==> src/hw/uc_params.svh <==
`ifndef UC_PARAMS_SVH
`define UC_PARAMS_SVH

// Message and address widths
`define UC_PADDR_W   40
`define UC_DATA_W    64
`define UC_NUM_LCE   2
`define UC_DOMAIN_W  3
`define UC_DEV_W     4
`define UC_OFS_W     20

`define UC_DRAM_BASE 40'h00_8000_0000

// Local device numbers, taken from address bits 23..20
`define UC_CLINT_DEV 4'd1
`define UC_CFG_DEV   4'd2

`define UC_CFG_FREEZE_OFS     20'h0
// Two scratch words, the second one a dword above this one
`define UC_CFG_SCRATCH_OFS    20'h8

`define UC_CLINT_MSIP_OFS     20'h0
`define UC_CLINT_MTIMECMP_OFS 20'h4000
`define UC_CLINT_MTIME_OFS    20'hBFF8

`endif

==> src/hw/uc_msg_pkg.sv <==
`include "uc_params.svh"

package uc_msg_pkg;

  typedef enum logic [0:0]
  {
    e_uc_read  = 1'b0,
    e_uc_write = 1'b1
  } uc_msg_kind_e;

  typedef logic [$clog2(`UC_NUM_LCE)-1:0] uc_lce_id_t;

  // Responses carry the command header back unchanged
  typedef struct packed
  {
    uc_msg_kind_e            kind;
    logic [`UC_PADDR_W-1:0]  addr;
    uc_lce_id_t              lce_id;
  } uc_msg_hdr_s;

  typedef struct packed
  {
    uc_msg_hdr_s             header;
    logic [`UC_DATA_W-1:0]   data;
  } uc_msg_s;

endpackage

==> src/hw/uc_two_fifo.sv <==
module uc_two_fifo
  import uc_msg_pkg::*;
(
  input  logic    clk_i,
  input  logic    rst_i,

  input  uc_msg_s data_i,
  input  logic    v_i,
  output logic    ready_o,

  output uc_msg_s data_o,
  output logic    v_o,
  input  logic    yumi_i
);

  uc_msg_s mem_r [2];
  logic    rptr_r, wptr_r;
  logic    full_r, empty_r, ready_r;
  logic    enq, deq, full_n;

  assign enq = v_i & ready_r;
  assign deq = yumi_i;

  assign ready_o = ready_r;
  assign v_o     = ~empty_r;
  assign data_o  = mem_r[rptr_r];

  always_comb
    begin
      full_n = full_r;
      if (enq & ~deq)
        full_n = (~wptr_r == rptr_r);
      else if (deq & ~enq)
        full_n = 1'b0;
    end

  // Ready is its own flop so that it stays low through reset
  always_ff @(posedge clk_i)
    begin
      if (rst_i)
        begin
          rptr_r  <= 1'b0;
          wptr_r  <= 1'b0;
          full_r  <= 1'b0;
          empty_r <= 1'b1;
          ready_r <= 1'b0;
        end
      else
        begin
          if (enq)
            wptr_r <= ~wptr_r;
          if (deq)
            rptr_r <= ~rptr_r;
          if (enq & ~deq)
            empty_r <= 1'b0;
          else if (deq & ~enq)
            empty_r <= (~rptr_r == wptr_r);
          full_r  <= full_n;
          ready_r <= ~full_n;
        end
    end

  always_ff @(posedge clk_i)
    if (enq)
      mem_r[wptr_r] <= data_i;

  a_yumi_needs_v: assert property (@(posedge clk_i) disable iff (rst_i) yumi_i |-> v_o)
    else $error("uc_two_fifo: yumi_i raised while v_o is low");

endmodule

==> config.mk <==
export PLATFORM = sky130hd
export DESIGN_NAME = uc_two_fifo
export DESIGN_NICKNAME = d
export VERILOG_FILES = /design/src/hw/uc_msg_pkg.sv /design/src/hw/uc_two_fifo.sv
export VERILOG_INCLUDE_DIRS = /design/src /design/src/hw
export SDC_FILE = /design/constraint.sdc
export NUM_CORES = 1
export LEC_CHECK = 0
export ABC_AREA = 1
export BUFFER_PORTS_ARGS = -buffer_cell sky130_fd_sc_hd__buf_2
export CORE_ASPECT_RATIO = 1.75
export CORE_MARGIN = 2
export CORE_UTILIZATION = 50
export CTS_BUF_LIST = sky130_fd_sc_hd__clkbuf_4
export DETAILED_ROUTE_END_ITERATION = 8
export PLACE_DENSITY = 0.79
export SLEW_MARGIN = 20
export SYNTH_ARGS = -nofsm -noshare
export SYNTH_HDL_FRONTEND = slang
export SYNTH_SLANG_ARGS = --single-unit
==> constraint.sdc <==
create_clock -name clk_i -period 7.9 [get_ports clk_i]
set_input_delay 0 -clock clk_i [delete_from_list [all_inputs] [get_ports clk_i]]
set_output_delay 0 -clock clk_i [all_outputs]
set_load 0.02 [all_outputs]
# After elaboration in Yosys (flattened, before gate mapping)

Memory sizes are Yosys's and may differ from the RTL's. A register that Yosys moved wholly into a read port is not among the register bits.
Cells that the tools add are included.

Bits in writable memories: 212
Input port bits: 110
Memories kept: 1
ROM bits: 0
Output and inout port bits: 108
Bits in latches: 0
Flip-flop bits (word level): 5

Memories:

| memory | depth | bits a word | rd ports | clocked after memory_dff | wr ports | RTL line          | RTL |
|---|---|---|---|---|---|---|---|
| mem_r  | 2     | 106         | 1        | 1                        | 1        | uc_two_fifo.sv:16 | `uc_msg_s mem_r [2];` |

Bitwise logic cells: 9
Equal/unequal tests: 2
Reductions and logical operators: 1
Div/mod/pow operators: 0
Shifts and indexed selects: 0
Add/sub/neg operators: 0
Magnitude comparators: 0
Multiply operators: 0
Multiplexer cells: 8

Operators with widths:

| cell               | count |
|---|---|
| two-way mux 1 bit  | 8 |
| inverter 1 bit     | 6 |
| bitwise AND 1 bit  | 3 |
| == test 1 bit      | 2 |
| nonzero test 2 bit | 1 |

# Longest topological paths before layout

Word-level depth: 6
Mapped depth: 6

# Least setup slack after synthesis

OpenSTA, ideal clock, no wires.

Path kind: reg-to-reg
Start point: register ready_r, in the netlist ready_o
End point: memory mem_r[1][0] (netlist name) (enable)
Period minus slack after synthesis: 5.654 ns
Arrival: 5.080 ns
Path buffers: 0
Setup slack: 2.246 ns
Cell stages (with the launch flop): 3
Cell sequence: dfxtp_1 nand2_1 nor2_1

Cells in the longest elaborated chain, start to end: 3

RTL lines:

| what                                    | RTL line          | RTL |
|---|---|---|
| start: declaration                      | uc_two_fifo.sv:18 | `logic full_r, empty_r, ready_r;` |
| start signal: assignment                | uc_two_fifo.sv:59 | `ready_r <= ~full_n;` |
| bitwise AND 1 bit                       | uc_two_fifo.sv:21 | `assign enq = v_i & ready_r;` |
| two-way mux 1 bit                       | uc_two_fifo.sv:64 | `if (enq)` |
| two-way mux 1 bit (not written as such) | uc_two_fifo.sv:65 | `mem_r[wptr_r] <= data_i;` |
| end: declaration                        | uc_two_fifo.sv:16 |  |

Every way passes these cells.

==> summary.md <==
| Metric | Value |
|---|---|
| Slew @ Worst Pin | `0.818 ns` |
| GP Congestion | `0.831` |
| Width of the die | `100 um` |
| # rows | `61` |
| Worst skew pair latency | `0.58 ns` |
| Met3 wire length | `1090 um` |
| RR Endpoint | `mem_r[0][60]$_DFFE_PP_` |
| Worst hold stages | `2` |
| Clock buffer depth | `3` |
| Hold Crit Class | `input port to register` |
| Syn-to-layout area delta | `36.9%` |
| Final-report hold violation count | `0` |
| CP startpoint kind | `register` |
| R2R cell count | `3` |
| WL final | `18000 um` |
| Drt via density | `5.06` |
| Synth Cell Area | `8070 um2` |
| Post-CTS sizing | `0` |
| Placed wire-length estimate | `10700 um` |
| Clk slew on worst S/H paths | `0.08 ns` |
| Worst Setup End Kind | `output port` |
| Final min period | `2.88 ns` |
| H-tree depth | `2` |
| Setup TNS | `0 ns` |
| Max Slew Vio Count | `0` |
| Critical Path AT | `2.88 ns` |
| Netlist cell types | `13` |
| Global-route wire length before repair | `26500 um` |
| Die height | `172 um` |
| CP max FO | `55` |
| Post-Route M1 WL | `6030 um` |
| YS warnings | `0` |
| Placed Instance Area | `9350 um2` |
| Tot GR Track Use | `20.4%` |
| Vias in the first global route | `5210` |
| Total core area | `15900 um2` |
| Required @ worst endpoint | `7.90 ns` |
| Routed vias | `4889` |
| Mean Syn Cell Area | `21.8 um2` |
| PwrDens | `220 nW/um2` |
| WL met2 | `10200 um` |
| Clock root cell | `clkbuf_4` |
| Die area | `17200 um2` |
| Initial antenna violation count | `3` |
| Post-Syn Instances | `370` |
| Area contributors post-synth | `edfxtp_1 (79%), mux2_2 (9.2%), mux2_4 (7.4%)` |
| Fmax | `348 MHz` |
| Max VDD drop | `0.000174 V` |
| Top_reg_cell synth | `edfxtp_1` |
| Pin count of the biggest net entering global routing | `59` |
| DRT iter0 DRCs | `243` |
| Asr flop ratio synth | `0%` |
| Sequential fraction of the synthesis area | `80.4%` |
| RSZ-0062 raised after global routing | `false` |
| Kind of critical path | `register to output port` |
| Worst hold endpoint | `mem_r[1][34]$_DFFE_PP_` |
| Design area | `11000 um2` |
| Final worst-path cycle share | `36.4%` |
| Wirelength per Cell | `18.6 um` |
| Sink Count | `218` |
| Top-count cell post-synth | `edfxtp_1` |
| Setup Skew | `0.0227 ns` |
| Share of cells above drive strength 1 | `52.3%` |
| Top Metal Used | `met4` |
| Port Buf Inserts | `217` |
| Slew HR | `45.5%` |
| Starting Density | `50.8%` |
| Net count reported at finish | `849` |
| Antenna viol nets, final | `0` |
| Number of enable flip-flop cells after synthesis | `212` |
| Hold path startpoint | `data_i[34]` |
| Seq cells post-synth | `218` |
| Worst flop-to-flop path startpoint | `ready_o$_SDFF_PP0_` |
| Pre-antenna DRT Iters | `5` |
| Final setup viols | `0` |
| Synth area leader | `edfxtp_1` |
| Synth top cells by count | `edfxtp_1 (212), mux2_2 (66), mux2_4 (40)` |
| Remaining DRCs | `0` |
| Synthesized Nets | `480` |
| Reg2Reg Setup Slack | `6.07 ns` |
| Status | `finished clean` |
| Leakage | `4.33 nW` |
| Io pins | `218` |
| Top-area cell type share of the netlist area | `78.9%` |
| CTS tree | `yes` |
| Num CTS Buffers | `46` |
| GRT overflow | `0` |
| Max-cap violation count | `0` |
flip-flops by register name, indices dropped and copies added (netlist names), named ones only:
register / cells
mem_r: 212
empty_r: 1
ready_o: 1
wptr_r: 1
full_r: 1
rptr_r: 1
stage by stage:
stage                     worst slack, ns  util, %  hold WS (ns)  std cells  power (mW)
final                                5.02     69.6         0.137        966        2.43
after global routing                 4.87     69.6        0.0964        964        2.52
after CTS                            4.97     69.5        0.0788        963        2.44
after detailed placement             5.63     58.9         0.191        769        1.60
after global placement               5.69     58.9         0.187        769        1.59
after floorplan                      2.25        -        0.0715        370        1.51
repair_timing:
item | in CTS | in global routing
hold buffers | 111 | 0
buffers inserted | 0 | 0
hold endpoints to repair | 218 | 0
critical path, stage by stage, from the launching register on:
cell     delay (ns)
dfxtp_4        0.89
buf_4          0.74
mux2_2         0.43
buf_2          0.16
cell usage in the layout (no fill, tap or decap):
cell type,instances
o21ai_0,1
mux2_4,40
nor2_4,2
dfxtp_1,5
a21oi_1,3
mux2_2,66
nand3_1,5
clkbuf_4,70
edfxtp_1,212
buf_4,5
dlygate4sd3_1,111
buf_2,217
nor2_1,3
inv_1,5
diode_2,3
dfxtp_4,1
nand2_1,14
clkinv_1,9
nor3_1,1
clkinv_2,4
power breakdown:
| group | switching, mW | leakage (nW) | internal, mW |
|---|---|---|---|
| Clock | 0.401 | 0.352 | 0.406 |
| Combinational | 0.146 | 1.99 | 0.138 |
| Sequential | 0.0208 | 1.99 | 1.31 |
| Total | 0.567 | 4.33 | 1.86 |
per-layer routing:
layer	GRT usage, %	vias up
met3	5.42	47
met1	20.3	2407
li1	-	2232
met4	9.17	0
met5	0	-
met2	38.9	203
cell type report:
| cell class | count | area, um2 |
|---|---|---|
| Sequential cell | 218 | 6490 |
| Fill cell | 1009 | 4830 |
| Timing Repair Buffer | 333 | 2230 |
| Multi-Input combinational cell | 135 | 1480 |
| Clock buffer | 70 | 526 |
| Tap cell | 189 | 236 |
| Clock inverter | 13 | 53.8 |
| Inverter | 5 | 18.8 |
| Antenna cell | 3 | 7.51 |
logic make-up (layout without fill, tap and decap cells):
| family | after synthesis | in the layout | share of synthesized area [%] |
|---|---|---|---|
| flip-flops | 218 | 218 | 80.4 |
| multiplexers | 106 | 106 | 16.7 |
| other | 0 | 3 | 0 |
| AO/OA/AOI/OAI | 4 | 4 | 0.248 |
| AND/OR/NAND/NOR | 25 | 25 | 1.26 |
| buffers and inverters | 17 | 421 | 1.44 |
worst max-delay path by stage:
stage / from / to / cells past startpoint / slack (ns)
after floorplan: ready_o$_SDFF_PP0_ / mem_r[1][0]$_DFFE_PP_ / 2 / 2.25
after global placement: register / data_o[50] / 3 / 5.69
after detailed placement: register / data_o[46] / 3 / 5.63
after CTS: register / data_o[46] / 3 / 4.97
after global routing: register / data_o[44] / 3 / 4.87
final: register / data_o[44] / 3 / 5.02
No activity file was read; power rests on OpenSTA's default activity.
