File: src/hw/uc_params.svh
`ifndef UC_PARAMS_SVH
`define UC_PARAMS_SVH

// Message and address widths
`define UC_PADDR_W   40
`define UC_DATA_W    64
`define UC_NUM_LCE   2
`define UC_DOMAIN_W  3
`define UC_DEV_W     4
`define UC_OFS_W     20

`define UC_DRAM_BASE 40'h00_8000_0000

// Local device numbers, taken from address bits 23..20
`define UC_CLINT_DEV 4'd1
`define UC_CFG_DEV   4'd2

`define UC_CFG_FREEZE_OFS     20'h0
// Two scratch words, the second one a dword above this one
`define UC_CFG_SCRATCH_OFS    20'h8

`define UC_CLINT_MSIP_OFS     20'h0
`define UC_CLINT_MTIMECMP_OFS 20'h4000
`define UC_CLINT_MTIME_OFS    20'hBFF8

`endif

File: src/hw/uc_map_pkg.sv
`include "uc_params.svh"

package uc_map_pkg;

  typedef struct packed
  {
    logic [`UC_PADDR_W-`UC_DEV_W-`UC_OFS_W-1:0] zero;
    logic [`UC_DEV_W-1:0]                        dev;
    logic [`UC_OFS_W-1:0]                        offset;
  } uc_local_addr_s;

  // Same bits, seen as a DRAM address or as device plus offset
  typedef union packed
  {
    logic [`UC_PADDR_W-1:0] dram;
    uc_local_addr_s         loc;
  } uc_paddr_u;

  typedef enum logic [1:0]
  {
    e_uc_tgt_cfg   = 2'd0,
    e_uc_tgt_clint = 2'd1,
    e_uc_tgt_mem   = 2'd2
  } uc_target_e;

endpackage

File: src/hw/uc_msg_pkg.sv
`include "uc_params.svh"

package uc_msg_pkg;

  typedef enum logic [0:0]
  {
    e_uc_read  = 1'b0,
    e_uc_write = 1'b1
  } uc_msg_kind_e;

  typedef logic [$clog2(`UC_NUM_LCE)-1:0] uc_lce_id_t;

  // Responses carry the command header back unchanged
  typedef struct packed
  {
    uc_msg_kind_e            kind;
    logic [`UC_PADDR_W-1:0]  addr;
    uc_lce_id_t              lce_id;
  } uc_msg_hdr_s;

  typedef struct packed
  {
    uc_msg_hdr_s             header;
    logic [`UC_DATA_W-1:0]   data;
  } uc_msg_s;

endpackage

File: src/hw/uc_cfg_regs.sv
`include "uc_params.svh"

module uc_cfg_regs
  import uc_msg_pkg::*;
  import uc_map_pkg::*;
(
  input  logic    clk_i,
  input  logic    rst_i,

  input  uc_msg_s cmd_i,
  input  logic    cmd_v_i,
  output logic    cmd_ready_o,

  output uc_msg_s resp_o,
  output logic    resp_v_o,
  input  logic    resp_yumi_i,

  output logic    freeze_o
);

  uc_paddr_u             addr;
  logic                  accept, is_dev, wr;
  logic                  freeze_r;
  logic [`UC_DATA_W-1:0] scratch_r [2];
  logic [`UC_DATA_W-1:0] rd_data;
  logic                  resp_v_r;
  uc_msg_s               resp_r;

  assign addr        = cmd_i.header.addr;
  assign is_dev      = (addr.loc.dev == `UC_CFG_DEV);
  assign cmd_ready_o = ~resp_v_r;
  assign accept      = cmd_v_i & cmd_ready_o;
  assign wr          = accept & is_dev & (cmd_i.header.kind == e_uc_write);

  // Unmatched local addresses land here and read as zero
  always_comb
    begin
      rd_data = '0;
      if (is_dev)
        case (addr.loc.offset)
          `UC_CFG_FREEZE_OFS:         rd_data = `UC_DATA_W'(freeze_r);
          `UC_CFG_SCRATCH_OFS:        rd_data = scratch_r[0];
          `UC_CFG_SCRATCH_OFS + 20'h8: rd_data = scratch_r[1];
          default:                    rd_data = '0;
        endcase
    end

  always_ff @(posedge clk_i)
    begin
      if (rst_i)
        begin
          freeze_r     <= 1'b1;
          scratch_r[0] <= '0;
          scratch_r[1] <= '0;
          resp_v_r     <= 1'b0;
        end
      else
        begin
          if (wr)
            case (addr.loc.offset)
              `UC_CFG_FREEZE_OFS:          freeze_r     <= cmd_i.data[0];
              `UC_CFG_SCRATCH_OFS:         scratch_r[0] <= cmd_i.data;
              `UC_CFG_SCRATCH_OFS + 20'h8: scratch_r[1] <= cmd_i.data;
              default:                     ;
            endcase
          if (accept)
            resp_v_r <= 1'b1;
          else if (resp_yumi_i)
            resp_v_r <= 1'b0;
        end
    end

  // Writes answer with zero data
  always_ff @(posedge clk_i)
    if (accept)
      begin
        resp_r.header <= cmd_i.header;
        resp_r.data   <= (cmd_i.header.kind == e_uc_write) ? '0 : rd_data;
      end

  assign resp_o   = resp_r;
  assign resp_v_o = resp_v_r;
  assign freeze_o = freeze_r;

endmodule

File: config.mk
export PLATFORM = sky130hd
export DESIGN_NAME = uc_cfg_regs
export DESIGN_NICKNAME = d
export VERILOG_FILES = /design/src/hw/uc_map_pkg.sv /design/src/hw/uc_msg_pkg.sv /design/src/hw/uc_cfg_regs.sv
export VERILOG_INCLUDE_DIRS = /design/src /design/src/hw
export SDC_FILE = /design/constraint.sdc
export NUM_CORES = 1
export LEC_CHECK = 0
export BUFFER_PORTS_ARGS = -buffer_cell sky130_fd_sc_hd__buf_2
export CAP_MARGIN = 0
export CORE_MARGIN = 5
export CORE_UTILIZATION = 53
export CTS_CLUSTER_DIAMETER = 120
export DETAILED_ROUTE_END_ITERATION = 6
export PLACE_DENSITY = 0.8
export SLEW_MARGIN = 10
export SYNTH_ARGS = -nofsm -noshare
export SYNTH_HDL_FRONTEND = slang
export SYNTH_SLANG_ARGS = --single-unit
File: constraint.sdc
create_clock -name clk_i -period 7.05 [get_ports clk_i]
set_clock_uncertainty 0.2 [all_clocks]
set_input_delay 0.705 -clock clk_i [delete_from_list [all_inputs] [get_ports clk_i]]
set_output_delay 0.705 -clock clk_i [all_outputs]
set_load 0.01 [all_outputs]
; ---- After elaboration in Yosys (flattened, before gate mapping)
; Memories as Yosys holds them, arrays and structs flattened.
; Index checks and enable logic that the tools add are counted.
[word_totals]
elab_cells = 36
reg_bits = 108
ram_bits = 128
output_inout_bits = 109
mem_count = 1
[mem_list]
columns = memory, depth, width, rd, rd_ports_with_merged_regs, wr, line_no
row1 = scratch_r, 2, 64, 2, 0, 2, uc_cfg_regs.sv:24  ; logic [`UC_DATA_W-1:0] scratch_r [2];
[op_classes]
reduce_logical = 4
mux = 15
bitwise_logic = 7
n_eq_ne = 3
[op_table]
columns = cell, n
row1 = $pmux W64 S3, 1
row2 = $mux W64, 2
row3 = $eq A20 B4 Y1 const B, 1
row4 = $eq A20 B5 Y1 const B, 1
row5 = $logic_not A20 Y1, 1
row6 = $mux W1, 12
row7 = $eq A4 B2 Y1 const B, 1
row8 = $and A1 B1 Y1, 3
row9 = $not A1 Y1, 2
row10 = $or A1 B1 Y1, 2
row11 = $reduce_and A2 Y1, 1
row12 = $reduce_bool A2 Y1, 1
row13 = $reduce_or A2 Y1, 1

; ---- Logic depth before layout (Yosys ltp)
[depth]
ltp_word = 8
depth_mapped = 6

; ---- Least setup slack after synthesis
; No wires, ideal clock.
[synth_path]
path_kind = input to register
from = in cmd_v_i
to = reg resp_r, in the netlist resp_o[0] (enable)
setup_slack_ns = 0.953
stages = 1
arrival_time_ns = 5.313
required_time_ns = 6.267
path_cell_list = nor2b_1
[synth_between]
elab_chain_len = 1
[synth_lines]
columns = element, line_no
row1 = start: declaration, uc_cfg_regs.sv:11  ; input logic cmd_v_i,
row2 = $and A1 B1 Y1, uc_cfg_regs.sv:32  ; assign accept = cmd_v_i & cmd_ready_o;
row3 = end: declaration, uc_cfg_regs.sv:27  ; uc_msg_s resp_r;
; Every way passes these cells.
; A chain may end at the register's enable or synchronous reset.

==> key figures <==
STA
  – Finish-stage setup viols: 0
  – Unrepaired setup endpoints after global routing: false
  – Normalized max-slew margin: 0.3186
  – Final hold viol count: 0
  – Final Cycle Share: 0.4063
  – Max Clock Freq: 349.1 MHz
  – Worst-Margin Slew: slightly above 1 ns
  – TNS Setup: 0 ns
  – Tmin final: roughly 2.9 ns
  – Fin. max-slew vios: 0

Finish
  – Final Net Count: 814
  – Diode count: 0
  – Ratio of cells with drive above 1 in the final layout: 0.4415
  – FILL cells: 1078
  – Post-route cell area: 10620 sq um
  – Layout area overhead: 23.14%
  – Post-layout util: 0.6658

Worst setup path
  – Critical path depth in cells: 5
  – Arrival time worst endpoint: 2.78 ns
  – Startpoint Class: input pin
  – CP most frequent cell: nor4_1
  – WP buf/inv: 1
  – CP Capture Type: flip-flop
  – Top Family by Delay on Critical Path: simple AND/OR/NAND/NOR gates
  – Worst-path cell with the longest stage delay: a21o_4
  – Setup CP Type: in2reg
  – Crit-path cells: buf_2 -> nor4_1 -> nand4_2 -> nor4_1 -> a21o_4
  – Worst path max stage delay: 0.75 ns
  – R2R depth: 2
  – Worst-path maximum fanout: 64
  – CP required: 6.96 ns

Logic synthesis
  – Most common cell in the netlist: edfxtp_1
  – Predominant post-synthesis flop cell: edfxtp_1
  – Synth top area cells: edfxtp_1, a22oi_1, and2_2, nor2_1, and2_1
  – EDFF count, synth: about 230
  – Top cells by count, synth: edfxtp_1, nor2_1, a22oi_1, and2_2, clkbuf_1
  – Number of synthesized register bits: 236
  – Post-Synth Simple-Gate Area: 0.09739
  – Syn Area/Cell: about 18 sq um
  – Combinational family with the most area after synthesis: simple AND/OR/NAND/NOR gates
  – Post-synth net total: 593
  – Adder-Cell Fraction of Synth Area: 0
  – Synth area leader: edfxtp_1
  – Post-synthesis cell type count: 28
  – Post-Synth XOR/XNOR Area: 0
  – Asr flop ratio synth: 0
  – Post-synthesis mux area share: 0.001161
  – Compound-cell area share of the yosys netlist: 0.06255
  – Cell area after synthesis: ~8600 sq um
  – Synth top area share: 0.8151
  – Cells after synthesis: 483
  – Sequential fraction of the synthesis area: 0.8197
  – Synth warn: 0

GRT
  – Largest net degree at the start of global routing: 73
  – Total gr overflow: 0
  – First-pass GRT wire length: 27280 um
  – GR Util All Layers: 0.1845
  – Vias in the first global route: 5224
  – Initial antenna violation count: 1

Min path
  – WHS Path Cells: 1
  – HP Class: in2reg

CTS
  – CTS sink cnt: 236
  – Setup bufs post-CTS: 0
  – CTS tree: done
  – CTS clk-pin slew, worst paths: 0.06 ns
  – Clk_lat worst skew: 0.49 ns
  – CTS Buffer Depth: 3
  – Hold-fix buffers, CTS: 0
  – H-tree depth: 1
  – Post-CTS sizing: 0
  – Clock buffer count from CTS: 23
  – CTS Root Cell: clkbuf_16

Pwr
  – Leak: 4.056 nW
  – Power Density: 274.8 nW/um^2
  – Maximum VDD drop: 175.7 uV

Routing
  – DR vias: about 4900
  – Vias per inst: 5.281
  – Drt drc: 0
  – DRT Wirelength: 17700 um
  – Iter 0 DRT Violations: 293
  – Total iterations of the first detailed-routing run: 5
  – Routed WL per cell: approximately 19 um
  – Antenna Violating Nets Remaining: 0

Flow run
  – Max cap viols: 0

Floorplanning
  – Initial Util: 0.5407
  – Cell row count: 46
  – Die Height: 137.5 um
  – Ports: 219
  – Core footprint: 15940 sq um
  – Die Wd: 137.5 um
  – Die area: 18920 sq um

Outcome
  – Status: finished, final reports clean

Place
  – Hpwl dp: 11280 um
  – Gpl congestion: 0.7310
  – Post-Place Cell Area: 9893 sq um
  – IO Port Bufs: roughly 220
flip-flops by register name, indices dropped and copies added, names as in the netlist:
name	cells
resp_o	106
resp_v_o	1
scratch_r	128
freeze_o	1
cells by family after synthesis:
kind of cell    Yosys count
flops                   236
simple gates            146
compound gates           71
buf+inv                  29
mux                       1
where the power goes:
group	switching, mW	internal, mW	total (mW)
Combinational	0.0963	0.0574	0.154
Clock	0.471	0.668	1.14
Sequential	0.0176	1.61	1.62
layer usage:
layer / vias to the layer above / global-route usage / wire [um]
li1: 2289 / - / -
met1: 2403 / 0.2191 / 6442
met2: 220 / 0.3414 / 9187
met3: 18 / 0.04821 / 1916
met4: 2 / 0.03215 / 143
met5: - / 0 / 7
layout make-up:
class / instances / area, sq um / area share
inverters: 2 / 7.507 / 0.0007072
well taps: 216 / 270.3 / 0.02546
flip-flops and latches: 236 / 7067 / 0.6657
multi-input cells: 218 / 1428 / 0.1345
clock buffers: 26 / 586.8 / 0.05528
repair buffers: 223 / 1141 / 0.1075
clock inverters: 13 / 115.1 / 0.01084
path summary, 6_finish.rpt:
kind              slack [ns]                to        startpoint
setup reg to reg        4.38        resp_o[24]          resp_v_o
hold / removal          0.19       resp_o[100]        cmd_i[100]
setup / recovery        4.19  scratch_r[0][25]         cmd_i[66]
hold reg to reg         0.37        resp_o[17]  scratch_r[0][17]
through the flow:
step	total power, mW	setup slack, ns	instances	hold slack [ns]
final	2.917	4.186	934	0.1889
after CTS	2.947	4.169	933	0.1675
after detailed placement	1.811	3.661	894	0.3511
after floorplan	1.726	0.9535	483	0.3273
after global routing	3.025	4.081	934	0.1696
after global placement	1.803	3.814	894	0.3489
cells in the final DEF, fill, tap and decap left out, drive strengths merged:
| cell type | n |
|---|---|
| bufinv | 2 |
| nor3 | 1 |
| a2111o | 1 |
| a21oi | 1 |
| clkbuf | 26 |
| nor4b | 1 |
| nand2 | 1 |
| clkinvlp | 1 |
| buf | 223 |
| a211oi | 1 |
| a21o | 2 |
| o21bai | 1 |
| dfxtp | 2 |
| nor2b | 3 |
| edfxtp | 234 |
| and2 | 64 |
| clkinv | 10 |
| a22oi | 63 |
| o31a | 1 |
| nand4 | 1 |
| or3 | 1 |
| nand3b | 1 |
| nor4 | 6 |
| inv | 2 |
| mux2i | 1 |
| nor2 | 67 |
| a311o | 1 |
(Power assumes the default switching activity.)
