--- config.mk ---
export PLATFORM = sky130hd
export DESIGN_NAME = uc_clint
export DESIGN_NICKNAME = d
export VERILOG_FILES = /design/src/hw/uc_map_pkg.sv /design/src/hw/uc_msg_pkg.sv /design/src/hw/uc_clint.sv
export VERILOG_INCLUDE_DIRS = /design/src /design/src/hw
export SDC_FILE = /design/constraint.sdc
export NUM_CORES = 1
export LEC_CHECK = 0
export BUFFER_PORTS_ARGS = -buffer_cell sky130_fd_sc_hd__buf_2
export CAP_MARGIN = 20
export CORE_ASPECT_RATIO = 0.5
export CORE_MARGIN = 5
export CORE_UTILIZATION = 60
export CTS_CLUSTER_DIAMETER = 200
export DETAILED_ROUTE_END_ITERATION = 10
export PLACE_DENSITY = 0.92
export SLEW_MARGIN = 5
export SYNTH_ARGS = -nofsm -noshare
export SYNTH_HDL_FRONTEND = slang
export SYNTH_SLANG_ARGS = --single-unit
--- constraint.sdc ---
create_clock -name clk_i -period 25 [get_ports clk_i]
set_input_delay 5 -clock clk_i [delete_from_list [all_inputs] [get_ports clk_i]]
set_output_delay 5 -clock clk_i [all_outputs]
set_load 0.02 [all_outputs]
--- src/hw/uc_params.svh ---
`ifndef UC_PARAMS_SVH
`define UC_PARAMS_SVH

// Message and address widths
`define UC_PADDR_W   40
`define UC_DATA_W    64
`define UC_NUM_LCE   2
`define UC_DOMAIN_W  3
`define UC_DEV_W     4
`define UC_OFS_W     20

`define UC_DRAM_BASE 40'h00_8000_0000

// Local device numbers, taken from address bits 23..20
`define UC_CLINT_DEV 4'd1
`define UC_CFG_DEV   4'd2

`define UC_CFG_FREEZE_OFS     20'h0
// Two scratch words, the second one a dword above this one
`define UC_CFG_SCRATCH_OFS    20'h8

`define UC_CLINT_MSIP_OFS     20'h0
`define UC_CLINT_MTIMECMP_OFS 20'h4000
`define UC_CLINT_MTIME_OFS    20'hBFF8

`endif

--- src/hw/uc_map_pkg.sv ---
`include "uc_params.svh"

package uc_map_pkg;

  typedef struct packed
  {
    logic [`UC_PADDR_W-`UC_DEV_W-`UC_OFS_W-1:0] zero;
    logic [`UC_DEV_W-1:0]                        dev;
    logic [`UC_OFS_W-1:0]                        offset;
  } uc_local_addr_s;

  // Same bits, seen as a DRAM address or as device plus offset
  typedef union packed
  {
    logic [`UC_PADDR_W-1:0] dram;
    uc_local_addr_s         loc;
  } uc_paddr_u;

  typedef enum logic [1:0]
  {
    e_uc_tgt_cfg   = 2'd0,
    e_uc_tgt_clint = 2'd1,
    e_uc_tgt_mem   = 2'd2
  } uc_target_e;

endpackage

--- src/hw/uc_msg_pkg.sv ---
`include "uc_params.svh"

package uc_msg_pkg;

  typedef enum logic [0:0]
  {
    e_uc_read  = 1'b0,
    e_uc_write = 1'b1
  } uc_msg_kind_e;

  typedef logic [$clog2(`UC_NUM_LCE)-1:0] uc_lce_id_t;

  // Responses carry the command header back unchanged
  typedef struct packed
  {
    uc_msg_kind_e            kind;
    logic [`UC_PADDR_W-1:0]  addr;
    uc_lce_id_t              lce_id;
  } uc_msg_hdr_s;

  typedef struct packed
  {
    uc_msg_hdr_s             header;
    logic [`UC_DATA_W-1:0]   data;
  } uc_msg_s;

endpackage

--- src/hw/uc_clint.sv ---
`include "uc_params.svh"

module uc_clint
  import uc_msg_pkg::*;
  import uc_map_pkg::*;
(
  input  logic    clk_i,
  input  logic    rst_i,

  input  uc_msg_s cmd_i,
  input  logic    cmd_v_i,
  output logic    cmd_ready_o,

  output uc_msg_s resp_o,
  output logic    resp_v_o,
  input  logic    resp_yumi_i,

  output logic    timer_irq_o,
  output logic    software_irq_o
);

  uc_paddr_u             addr;
  logic                  accept, wr;
  logic [`UC_DATA_W-1:0] mtime_r, mtimecmp_r;
  logic                  msip_r;
  logic [`UC_DATA_W-1:0] rd_data;
  logic                  resp_v_r;
  uc_msg_s               resp_r;

  assign addr        = cmd_i.header.addr;
  assign cmd_ready_o = ~resp_v_r;
  assign accept      = cmd_v_i & cmd_ready_o;
  assign wr          = accept & (cmd_i.header.kind == e_uc_write);

  always_comb
    case (addr.loc.offset)
      `UC_CLINT_MSIP_OFS:     rd_data = `UC_DATA_W'(msip_r);
      `UC_CLINT_MTIMECMP_OFS: rd_data = mtimecmp_r;
      `UC_CLINT_MTIME_OFS:    rd_data = mtime_r;
      default:                rd_data = '0;
    endcase

  always_ff @(posedge clk_i)
    begin
      if (rst_i)
        begin
          mtime_r    <= '0;
          mtimecmp_r <= '1;
          msip_r     <= 1'b0;
          resp_v_r   <= 1'b0;
        end
      else
        begin
          // A write to mtime takes the place of this cycle's increment
          if (wr && (addr.loc.offset == `UC_CLINT_MTIME_OFS))
            mtime_r <= cmd_i.data;
          else
            mtime_r <= mtime_r + 1'b1;
          if (wr && (addr.loc.offset == `UC_CLINT_MTIMECMP_OFS))
            mtimecmp_r <= cmd_i.data;
          if (wr && (addr.loc.offset == `UC_CLINT_MSIP_OFS))
            msip_r <= cmd_i.data[0];
          if (accept)
            resp_v_r <= 1'b1;
          else if (resp_yumi_i)
            resp_v_r <= 1'b0;
        end
    end

  always_ff @(posedge clk_i)
    if (accept)
      begin
        resp_r.header <= cmd_i.header;
        resp_r.data   <= (cmd_i.header.kind == e_uc_write) ? '0 : rd_data;
      end

  assign resp_o         = resp_r;
  assign resp_v_o       = resp_v_r;
  assign timer_irq_o    = (mtime_r >= mtimecmp_r);
  assign software_irq_o = msip_r;

endmodule

-- After elaboration in Yosys (flattened, before gate mapping)
Cells that the tools add are included.
- register bits after elaboration: 236
- input bits: 110
- output and inout port bits: 110
- logic and storage cells: 24
- $add $sub $neg: 1
- order comparisons: 1
- eq/ne operators: 2
- mux-type cells: 4
- bitwise gates (word level): 3
- reduce and logical (&&, ||, !) cells: 5
- operator list (cell ; count):
    case mux 64 bit (3 select lines) ; 1
    adder 64 x 1 -> 64 bit (second input constant) ; 1
    >= comparator 64 bit ; 1
    2-to-1 mux 64 bit ; 1
    == test 20 x 15 -> 1 bit (second input constant) ; 1
    == test 20 x 16 -> 1 bit (second input constant) ; 1
    logical NOT 20 bit ; 1
    logical AND 1 bit ; 3
    AND 1 bit ; 2
    2-to-1 mux 1 bit ; 2
    nonzero test 2 bit ; 1
    inverter 1 bit ; 1

-- Longest topological paths before layout
- word-level depth: 5
- mapped depth: 9
- depth with buffers taken out: 8

-- Worst setup path after synthesis
No wires, ideal clock.
- kind: in2reg
- start: input cmd_v_i
- end: register mtime_r[62]
- setup time: 0.086 ns
- arrival time: 11.568 ns
- required time: 24.914 ns
- slack: 13.346 ns
- cell stages on the path: 4
- buffers on the path: 1
- cell sequence: nor2b_1 > nand3_1 > clkbuf_1 > a211oi_1
- word-level cells in the longest chain between the ends: 4
- RTL lines (element ; RTL line ; text):
    start: declaration ; uc_clint.sv:11 ; input logic cmd_v_i,
    AND 1 bit ; uc_clint.sv:32 ; assign accept = cmd_v_i & cmd_ready_o;
    AND 1 bit ; uc_clint.sv:33 ; assign wr = accept & (cmd_i.header.kind == e_uc_write);
    logical AND 1 bit ; uc_clint.sv:55 ; if (wr && (addr.loc.offset == `UC_CLINT_MTIME_OFS))
    2-to-1 mux 64 bit ; uc_clint.sv:55 ;
    end signal: assignment ; uc_clint.sv:56 ; mtime_r <= cmd_i.data;
    end signal: assignment ; uc_clint.sv:58 ; mtime_r <= mtime_r + 1'b1;
    end: declaration ; uc_clint.sv:24 ; logic [`UC_DATA_W-1:0] mtime_r, mtimecmp_r;
No other way between the ends.
A chain may end at the register's enable or synchronous reset.

-- Worst setup path after layout
- start: register mtime_r[25]
- end: output timer_irq_o
- word-level cells in the longest chain between the ends: 1
- RTL lines (element ; RTL line ; text):
    >= comparator 64 bit ; uc_clint.sv:79 ; assign timer_irq_o = (mtime_r >= mtimecmp_r);
    end: declaration ; uc_clint.sv:18 ; output logic timer_irq_o,
No other way between the ends.

==> impl_metrics.tcl <==
set metrics [dict create \
    status "completed" \
    power.leakage_uw 0.00562 \
    synth_edf_count 106 \
    timing.clock.skew_ns 0.0102 \
    critical_path_buf_inv_count 1 \
    rsz0062_at_grt "false" \
    min_path_cells 2 \
    synth_async_sr_flop_share_pct 0 \
    vias_per_cell 5.98 \
    synth.ff_latch_count 236 \
    clk_pin_slew_worst_paths_ns 0.06 \
    worst_path_dominant_cell_family "compound AO/OA/AOI/OAI gates" \
    min_period_over_period_pct 34.7 \
    globalRoute.totalOverflow 0 \
    hold-path-endpoint "software_irq_o" \
    worstPathCellList "ha_1 > a21o_1 > a221o_1 > a22o_1 > or4_1 > a211oi_1 > o31ai_1 > buf_2" \
    timing.max_slew.rel_slack_pct 28.6 \
    wirelength_um 29200 \
    synthesis.area_per_instance_um2 10.1 \
    ir_worst_vdd_mv 0.0429 \
    syn_inst 1125 \
    floorplan.rows 35 \
    initial_antenna_violation_count 1 \
    tritoncts "yes" \
    number_of_routed_nets_with_antenna_violations 0 \
    areaGrowthSynthToFinish_pct 17.0 \
    seqPwrFrac_pct 52.4 \
    ctsHtreeMaxLevel 1 \
    vias 9501 \
    hp-start "software_irq_o" \
    final_layout_size_suffix_gt1_share_pct 20.4 \
    placeableCoreArea_um2 18500 \
    dpl.hpwl_um 20100 \
    path_class "reg -> out" \
    worst_hold_path_type "reg -> reg" \
    switching_fraction_of_total_power_pct 22.0 \
    worst_pin_slew_ns 1.07 \
    postLayoutSetupSlackWorst_ns 16.33 \
    timing.critical_path.to_type "primary output" \
    gpl.final_weighted_congestion 0.901 \
    number_of_buffers_inserted_by_port_buffering 219 \
    largest_net_degree_at_the_start_of_global_routing 99 \
    start_kind "flip-flop" \
    p_per_area_nw_per_um2 59.8 \
    final-max-slew-violation-count 0 \
    ff2ff_path_depth 7 \
    net-switching-power_uw 175 \
    fp.dieArea_um2 21900 \
    pin_count 220 \
    post-cts-setup-buffers 0 \
    period_minus_slack_ns 8.67 \
    wire_length_of_the_first_global_routing_pass_um 47400 \
    netlist_area_um2 11300 \
    num-nets-final 1487 \
    drtPass1Iterations 6 \
    cts_hold_buffers 0 \
    numCtsBuffers 22 \
    rr_endpoint "mtime_r[48]" \
    place_worst_setup_slack_ns 16.28 \
    reg2reg_slack_ns 21.91 \
    crit_path_max_incr_delay_ns 0.75 \
    via_count_of_the_first_global_routing_pass 9472 \
    setup_viol 0 \
    cts_root_buf "sky130_fd_sc_hd__clkbuf_16" \
    clockBufferDepth 3 \
    max_cap_viol_count 0 \
    synth-seq-area-share_pct 51.0 \
    maxClockFrequency_mhz 115 \
    reg2reg_from "mtime_r[0]" \
    dieWidth_um 204 \
    worst-endpoint-required_ns 20.00 \
    worst_path_max_delay_cell "sky130_fd_sc_hd__a211oi_1" \
    power.share.combinational_pct 5.7 \
    drc 0 \
    initial_utilization_pct 61.4 \
    clk_latency_ns 0.51 \
    synth_warnings 0 \
    global_route.usage.total_pct 26.4 \
    post_synth_num_cell_types 50 \
    maximum_fanout_along_the_worst_path 6 \
    synthFlopType "sky130_fd_sc_hd__dfxtp_1" \
    die_height_um 107 \
    timing_hold_violations_final 0 \
    p_int_uw 619 \
    final.fill_count 1289 \
    tns_ns 0 \
    power_frac_clock_pct 41.9 \
    post_drt_wl_per_cell_um 18.4 \
    count_of_clock_tree_sinks 236 \
    post_cts.resized_instances 0 \
    crit_path_dat_ns 3.67 \
    synth_nets 1300 \
    dr.first_iter.drc_count 728 \
]
-- power groups by stage --
stage | logic (uW) | registers, uW | clock network [uW]
detailed placement | 45.3 | 425 | 0
global route | 47.9 | 417 | 356
floorplan | 8.83 | 439 | 0
finish | 45.4 | 416 | 332
global placement | 44.0 | 424 | 0
CTS | 45.6 | 416 | 336
-- metrics by stage --
stage	hold slack [ns]	cell area (um^2)	power, uW	util [%]	cells
final	0.526	13300	794	71.8	1588
after global routing	0.539	13300	821	71.8	1588
after CTS	0.525	13300	798	71.8	1587
after detailed placement	0.474	12600	470	68.0	1547
after global placement	0.463	12600	468	68.0	1547
after floorplan	0.508	11300	447	-	1125
-- kinds of logic after synthesis --
family | share of synthesized area [%]
simple gates | 15.3
compound gates | 16.6
flops | 51.0
buf+inv | 5.04
fa+ha+maj | 7.17
xor+xnor | 4.71
mux | 0.187
-- layout make-up --
cell class / instances / area, um^2 / area share, %
clock inverter: 6 / 52.6 / 0.396
clock buffer: 34 / 658 / 4.96
antenna: 1 / 2.50 / 0.0189
multi-input combinational: 753 / 5020 / 37.8
sequential: 236 / 5790 / 43.6
timing repair buffer: 228 / 1170 / 8.79
tap: 259 / 324 / 2.44
inverter: 71 / 267 / 2.01
-- placed cells by master (no fill, tap or decap), drive strengths merged, types with 17 or more instances in the layout --
cell type / count
a21oi: 24
clkbuf: 34
ha: 65
nor2: 215
xnor2: 35
inv: 72
a22oi: 64
xor2: 26
buf: 228
a211o: 64
nand2: 40
a211oi: 67
nand3: 30
dfxtp: 130
nor3: 17
edfxtp: 106
nand4: 27
-- routing by layer --
metal  vias up  global-route usage (%)  wire length (um)
li1       4467                       -                 -
met2       384                    45.7             14400
met3        87                    4.26              2120
met1      4563                    33.9             11800
met5         -                       0                 0
met4         0                    8.98               952
-- worst min-delay path: stages (launching register included) --
cell and delay (ns):
sky130_fd_sc_hd__dfxtp_1 0.33, sky130_fd_sc_hd__nand2_1 0.08, sky130_fd_sc_hd__a21oi_1 0.07
-- synthesized netlist by cell type (all sizes together) (10+ instances only) --
cell type | count | area [um^2]
dfxtp | 130 | 2600
a22oi | 64 | 480
nand2 | 40 | 150
and3 | 12 | 75.1
a21oi | 24 | 120
clkbuf | 47 | 176
nor2 | 215 | 807
xor2 | 26 | 228
nand4 | 27 | 175
buf | 18 | 129
nor3 | 17 | 95.1
a21o | 11 | 82.6
inv | 71 | 267
a211o | 64 | 561
nor4 | 10 | 83.8
xnor2 | 35 | 307
and4 | 11 | 96.3
ha | 65 | 813
edfxtp | 106 | 3180
nand3 | 30 | 155
a211oi | 67 | 503
-- state kept, by name, indices dropped and copies added, names as in the netlist --
signal / count
mtime_r: 64
resp_o: 106
resp_v_o: 1
software_irq_o: 1
mtimecmp_r: 64
-- how the worst max path moves through the flow --
stage,start,endpoint,slack [ns],cells past startpoint
after floorplan,cmd_v_i,mtime_r[62],13.35,4
after global placement,cmd_i[81],mtimecmp_r[18],16.45,9
after detailed placement,cmd_i[81],mtimecmp_r[17],16.28,9
after CTS,mtime_r[25],timer_irq_o,16.40,8
after global routing,mtime_r[25],timer_irq_o,16.32,8
final,mtime_r[25],timer_irq_o,16.33,8
No activity file was read; power rests on OpenSTA's default activity.
